===== config.mk =====
export PLATFORM = sky130hd
export DESIGN_NAME = raster_measure
export DESIGN_NICKNAME = d
export VERILOG_FILES = /design/src/include/hex_font.svh /design/src/verilog/splash_pkg.sv /design/src/verilog/raster_measure.sv
export SDC_FILE = /design/constraint.sdc
export NUM_CORES = 1
export LEC_CHECK = 0
export ABC_AREA = 1
export BUFFER_PORTS_ARGS = -buffer_cell sky130_fd_sc_hd__buf_2
export CAP_MARGIN = 20
export CORE_ASPECT_RATIO = 1.25
export CORE_MARGIN = 2
export CORE_UTILIZATION = 45
export DETAILED_ROUTE_END_ITERATION = 10
export PLACE_DENSITY = 0.66
export SLEW_MARGIN = 20
export SYNTH_ARGS = -nofsm -noshare
export SYNTH_HDL_FRONTEND = slang
export SYNTH_SLANG_ARGS = --single-unit

===== constraint.sdc =====
create_clock -name clk -period 1.04 [get_ports clk]
set_input_delay 0.052 -clock clk [delete_from_list [all_inputs] [get_ports clk]]
set_output_delay 0.052 -clock clk [all_outputs]
set_load 0.005 [all_outputs]

===== src/include/hex_font.svh =====
//----------------------------------------------------------------------
// 8x8 glyphs for the hex digits 0 to F, row 0 at the top
// bit 7 of each row byte is the leftmost pixel
// include inside a module body to get the hex_font table
//----------------------------------------------------------------------

// indexed as hex_font[digit][row]
localparam logic [7:0] hex_font [16][8] = '{
    '{8'h3c, 8'h66, 8'h6e, 8'h76, 8'h66, 8'h66, 8'h3c, 8'h00},  // 0
    '{8'h18, 8'h38, 8'h18, 8'h18, 8'h18, 8'h18, 8'h7e, 8'h00},  // 1
    '{8'h3c, 8'h66, 8'h06, 8'h0c, 8'h30, 8'h60, 8'h7e, 8'h00},  // 2
    '{8'h3c, 8'h66, 8'h06, 8'h1c, 8'h06, 8'h66, 8'h3c, 8'h00},  // 3
    '{8'h0c, 8'h1c, 8'h3c, 8'h6c, 8'h7e, 8'h0c, 8'h0c, 8'h00},  // 4
    '{8'h7e, 8'h60, 8'h7c, 8'h06, 8'h06, 8'h66, 8'h3c, 8'h00},  // 5
    '{8'h3c, 8'h60, 8'h60, 8'h7c, 8'h66, 8'h66, 8'h3c, 8'h00},  // 6
    '{8'h7e, 8'h06, 8'h0c, 8'h18, 8'h30, 8'h30, 8'h30, 8'h00},  // 7
    '{8'h3c, 8'h66, 8'h66, 8'h3c, 8'h66, 8'h66, 8'h3c, 8'h00},  // 8
    '{8'h3c, 8'h66, 8'h66, 8'h3e, 8'h06, 8'h0c, 8'h38, 8'h00},  // 9
    '{8'h18, 8'h3c, 8'h66, 8'h66, 8'h7e, 8'h66, 8'h66, 8'h00},  // a
    '{8'h7c, 8'h66, 8'h66, 8'h7c, 8'h66, 8'h66, 8'h7c, 8'h00},  // b
    '{8'h3c, 8'h66, 8'h60, 8'h60, 8'h60, 8'h66, 8'h3c, 8'h00},  // c
    '{8'h78, 8'h6c, 8'h66, 8'h66, 8'h66, 8'h6c, 8'h78, 8'h00},  // d
    '{8'h7e, 8'h60, 8'h60, 8'h7c, 8'h60, 8'h60, 8'h7e, 8'h00},  // e
    '{8'h7e, 8'h60, 8'h60, 8'h7c, 8'h60, 8'h60, 8'h60, 8'h00}   // f
};

// bottom row is blank on every glyph
// so adjacent text lines never touch


===== src/verilog/splash_pkg.sv =====
//----------------------------------------------------------------------
// shared types and constants of the boot splash overlay
// video pixel, logo download port, raster info and pixel source
// imported by every block of the overlay and by the testbench
//----------------------------------------------------------------------
package splash_pkg;

    // colour depth, fixed since video_t carries it
    localparam int color_w = 4;

    // logo bitmap geometry in screen pixels
    localparam int logo_w = 256;
    localparam int logo_h = 128;

    // one pixel of core video, 16 bits
    typedef struct packed {
        logic [color_w-1:0] red;
        logic [color_w-1:0] green;
        logic [color_w-1:0] blue;
        logic               hs;
        logic               vs;
        logic               lhbl;   // low during horizontal blank
        logic               lvbl;   // low during vertical blank
    } video_t;

    // host write port for the logo RAM
    typedef struct packed {
        logic [10:0] addr;
        logic [7:0]  data;
        logic        we;            // one byte per clk while high
    } prog_t;

    // where an output pixel comes from
    typedef enum logic [1:0] {
        src_video,
        src_logo,
        src_chipid
    } pxl_src_e;

    // counters and centring offsets
    typedef struct packed {
        logic [8:0] hcnt;           // active pixel in line
        logic [8:0] vcnt;           // active line in frame
        logic [8:0] hover;          // left margin of logo
        logic [8:0] vover;          // top margin of logo
    } raster_t;

endpackage


===== src/verilog/raster_measure.sv =====
//----------------------------------------------------------------------
// counts active pixels and lines from the blanking signals
// latches the active size each line and frame, then derives the
// offsets that centre the logo on whatever resolution the core uses
//----------------------------------------------------------------------
`timescale 1ns/1ps

module raster_measure (
    input  logic                clk,
    input  logic                arst_n,
    input  logic                pxl_cen,
    input  logic                lhbl,
    input  logic                lvbl,
    output splash_pkg::raster_t raster
);
    import splash_pkg::*;

    logic [8:0] hcnt;
    logic [8:0] vcnt;
    logic [8:0] htot;       // active width, last line
    logic [8:0] vtot;       // active height, last frame
    logic [8:0] hover;
    logic [8:0] vover;
    logic       lhbl_l;
    logic       lvbl_l;
    logic       hbl_fall;
    logic       vbl_fall;

    // half of the excess over the logo size, 0 if the screen is smaller
    function automatic logic [8:0] center_off(
        input logic [8:0] tot,
        input logic [8:0] size
    );
        logic [8:0] excess;
        excess = tot - size;
        return (tot < size) ? 9'd0 : (excess >> 1);
    endfunction

    assign hbl_fall = lhbl_l & ~lhbl;   // line just ended
    assign vbl_fall = lvbl_l & ~lvbl;   // frame just ended

    always_ff @(posedge clk or negedge arst_n) begin
        if (!arst_n) begin
            hcnt   <= '0;
            vcnt   <= '0;
            htot   <= '0;
            vtot   <= '0;
            hover  <= '0;
            vover  <= '0;
            lhbl_l <= 1'b0;
            lvbl_l <= 1'b0;
        end else if (pxl_cen) begin
            lhbl_l <= lhbl;
            lvbl_l <= lvbl;
            hcnt   <= lhbl ? hcnt + 9'd1 : 9'd0;
            if (hbl_fall) begin
                htot <= hcnt;
                vcnt <= lvbl ? vcnt + 9'd1 : 9'd0;
            end
            if (vbl_fall) begin
                vtot  <= vcnt;
                // old vtot here, so vover lags one frame
                hover <= center_off(htot, 9'(logo_w));
                vover <= center_off(vtot, 9'(logo_h));
            end
        end
    end

    assign raster = '{
        hcnt:  hcnt,
        vcnt:  vcnt,
        hover: hover,
        vover: vover
    };

endmodule


Yosys cells after proc, flatten, opt, wreduce, memory -nomap -nowiden --
Index checks and enable logic that the tools add are counted. W data, S select, Z words.
Word-level totals: flip-flop bits (word level) 56, latch bits 0, memory bits (writable) 0, memory bits (read-only) 0, output and inout port bits 36, logic and storage cells 24, memories 0
Operators by class: add/sub/neg operators 4, multipliers 0, divide/modulo/power cells 0, magnitude comparators 2, equality and inequality tests 0, shift-type cells 0, muxes and demuxes 4, bitwise operators 4, reductions and logical operators 2
Operator list (count):
- $add A9 B1 Y9 const B | 2
- $mux W9 | 2
- $mux W8 | 2
- $lt A9 B8 Y1 const B | 1
- $lt A9 B9 Y1 const B | 1
- $sub A9 B8 Y9 const B | 1
- $sub A9 B9 Y9 const B | 1
- $reduce_and A2 Y1 | 2
- $and A1 B1 Y1 | 2
- $not A1 Y1 | 2

Logic depth before layout (Yosys ltp) --
depth after elaboration 3, mapped depth 7, mapped depth without buffers 7

Worst setup path after synthesis --
No wires, ideal clock.
kind flip-flop to flip-flop, from reg vcnt[1], to reg vcnt[4], library setup time 0.120 ns, arrival time 1.046 ns, required time 0.920 ns, setup slack -0.125 ns, cell stages (with the launch flop) 6, buffers on the path 0, path through dfrtp_1 ha_1 nand3_1 nor2_2 nand2_1 and3_1
On the way: cells in the longest elaborated chain, start to end 2
RTL lines:
- from (decl) | line raster_measure.sv:19 | logic [8:0] vcnt;
- from (signal assigned) | line raster_measure.sv:58 | vcnt <= lvbl ? vcnt + 9'd1 : 9'd0;
- $add A9 B1 Y9 | line raster_measure.sv:58
- $mux W9 | line raster_measure.sv:58
Every way passes these cells. A chain may end at the register's enable or synchronous reset.

Final worst setup path --
from reg hcnt[1], to reg hcnt[6]
On the way: cells in the longest elaborated chain, start to end 2
RTL lines:
- from (decl) | line raster_measure.sv:18 | logic [8:0] hcnt;
- from (signal assigned) | line raster_measure.sv:55 | hcnt <= lhbl ? hcnt + 9'd1 : 9'd0;
- $add A9 B1 Y9 | line raster_measure.sv:55
- $mux W9 | line raster_measure.sv:55
Every way passes these cells.

==> results_dict.tcl <==
set metrics [dict create \
    cp-end-kind "flop" \
    critPathRequiredTime_ns 1.26 \
    cp.arrival_ns 1.35 \
    clk-insertion-delay-late_ns 0.30 \
    drive_gt1_share_pct 33.6 \
    tns_ns -0.800 \
    timing.fmax_mhz 884 \
    critPathLaunch "hcnt[1]" \
    setup_ws_ns -0.0918 \
    wirelength_um 4840 \
    criticalPathCategory "reg2reg" \
    finalCriticalPeriod_ns 1.13 \
    worstHoldStart "pxl_cen" \
    rows 28 \
    power_frac_comb_pct 23.4 \
    dp_hpwl_um 3270 \
    root_buffer "clkbuf_8" \
    p_leak_nw 1.46 \
    final_hold_viol_count 0 \
    cts_tree "built" \
    p_int_mw 3.59 \
    cpMaxStageDelayCell "dfrtp_1" \
    post-synth-top-area-fraction_pct 57.3 \
    cp_cell_sequence "ha_4, nand3_4, o21ai_2, nand3_1, o21ai_1" \
    grt.overflow.total 0 \
    clkSlewWorstSetupHoldPaths_ns 0.09 \
    grt_pass1_vias 1768 \
    switching_power_mw 1.44 \
    stdcell_area_um2 3020 \
    syn-instance-count 260 \
    placed_cells 377 \
    yosys.area.top_type "dfrtp_1" \
    place_congestion 0.821 \
    slew_violations 0 \
    syn_area_per_cell_um2 8.56 \
    ys_seq_area_share_pct 57.3 \
    switching_share_pct 28.6 \
    layout_common_cells "nand2_1 (73), dfrtp_1 (47), buf_2 (32)" \
    ys_warn_count 0 \
    die-area_um2 5530 \
    vias_per_cell 4.86 \
    area_delta_synth_final_pct 35.9 \
    firstDrtPassIters 4 \
    rsz0062_at_grt "yes" \
    finalCritPeriodShare_pct 109 \
    slowest_delay_ns 0.45 \
    cts-buffers-inserted 5 \
    antenna_found_initial 0 \
    pin_count 41 \
    netlist_area_um2 2230 \
    layoutNonFillerInstCount 387 \
    fillers 422 \
    drcViolationCount 0 \
    reg2reg_from "hcnt[1]" \
    grtUsageTotal_pct 19.3 \
    grt_start_max_net_pins 52 \
    grt_pass1_wl_um 8110 \
    cap_viol_max_count 0 \
    cts.path.max_buffers 2 \
    hold_path.class "in2reg" \
    skew_ns 0.00438 \
    final_net_count 334 \
    io_buffers 37 \
    power.density_nw_per_um2 1660 \
    dpl_cell_area_um2 2710 \
    place_ws_ns -0.0448 \
    ys_types 24 \
    core_area_um2 4760 \
    ys_ff_latch 51 \
    drt_iter0_markers 142 \
    postRouteAntennaNets 0 \
    cts_max_level 2 \
    synthTopCellsByArea "dfrtp_1 (57%), nand2_1 (13%), o21ai_0 (9.0%)" \
    wire_per_inst_um 12.5 \
    p_seq_share_pct 50.0 \
    setup_viol 16 \
    critical_path.startpoint_type "flop" \
    die_w_um 66.9 \
    clock_power_share_pct 26.5 \
    peakVddDrop_mv 1.23 \
    clock_sinks 51 \
    vias 1881 \
    start_util_pct 46.7 \
    power.total_mw 5.03 \
    status "finished with violations" \
    final_common_cell "nand2_1" \
    violations "setup timing" \
    cp_max_fo 4 \
    n_antenna_cell 0 \
    die_height_um 82.6 \
]
## timing repair
item / CTS / global route
setup buffers: 2 / 1
pin swaps: 3 / 11
gates cloned: 0 / 0
endpoints found under the hold margin: 51 / 0
gates resized for setup: 24 / 30
setup endpoints to repair: 20 / 35
hold buffers: 1 / 0
## power groups by stage
| stage | Sequential (mW) | Clock (mW) | Combinational [mW] |
|---|---|---|---|
| floorplan | 2.55 | 0 | 0.445 |
| global placement | 2.52 | 0 | 1.01 |
| detailed placement | 2.53 | 0 | 1.03 |
| CTS | 2.49 | 1.38 | 1.11 |
| global route | 2.56 | 1.47 | 1.34 |
| finish | 2.52 | 1.34 | 1.18 |
## cell type report
type | instances | area [µm²] | share of cell area [%]
flip-flops and latches | 51 | 1280 | 42.4
multi-input cells | 178 | 942 | 31.2
clock inverters | 2 | 37.5 | 1.24
well taps | 60 | 75.1 | 2.48
clock buffers | 5 | 68.8 | 2.28
repair buffers | 69 | 534 | 17.7
inverters | 22 | 85.1 | 2.81
## routing by layer
layer / vias to the layer above / global-route usage (%) / part of all wire [%]
li1: 966 / - / -
met3: 7 / 3.39 / 5.0
met2: 42 / 30.8 / 48
met1: 866 / 26.9 / 45
met4: 0 / 6.12 / 1.7
met5: - / 0 / 0
## synthesized netlist by cell type
cell type / instances
buf_2: 7
nor2_2: 2
nand3_1: 19
dfrtp_1: 51
buf_1: 1
conb_1: 1
a21oi_1: 5
nor2_4: 1
nand2_2: 1
inv_1: 21
nand3_2: 1
o22ai_1: 2
ha_1: 2
o21ai_0: 40
o21ai_1: 2
nand2_1: 80
and3_1: 1
or2_2: 1
inv_2: 1
o31ai_1: 1
xor2_1: 1
xnor2_1: 1
nor2_1: 15
buf_4: 3
## sequential cells by signal, summed over array words and instances (netlist names)
register and flops:
hcnt 9, hover 7, htot 8, lhbl_l 1, lvbl_l 1, vcnt 9, vover 8, vtot 8
## metrics by stage
step | util [%] | hold slack [ns]
2_1_floorplan | - | -0.244
3_3_place_gp | 56.8 | 0.0606
3_5_place_dp | 56.8 | 0.0610
4_1_cts | 61.5 | 0.0511
5_1_grt | 63.5 | 0.0838
6_report | 63.5 | 0.0487
## logic make-up (layout without fill, tap and decap cells)
family	Yosys count	count (layout)	synth area share (%)
buf+inv	33	98	6.46
compound gates	50	50	11.5
flops	51	51	57.3
simple gates	121	121	22.7
fa+ha+maj	2	2	1.12
other cells	1	3	0.168
xor+xnor	2	2	0.787
## critical path, delay by kind of cell, from the launching register on
family,cells,cell delay [ns]
compound gates,2,0.22
simple gates,2,0.17
flops,1,0.45
fa+ha+maj,1,0.20
## worst paths after layout
| kind | endpoint | slack, ns | cells past startpoint |
|---|---|---|---|
| max | hcnt[6] | -0.09 | 5 |
| min | lhbl_l | 0.05 | 4 |
| max reg2reg | hcnt[6] | -0.09 | 5 |
| min reg2reg | vover[7] | 0.48 | 2 |
| max in group asynchronous | vcnt[2] | 0.53 | 3 |
| min in group asynchronous | hcnt[3] | 0.26 | 3 |
Power figures use the tool's default switching activity.
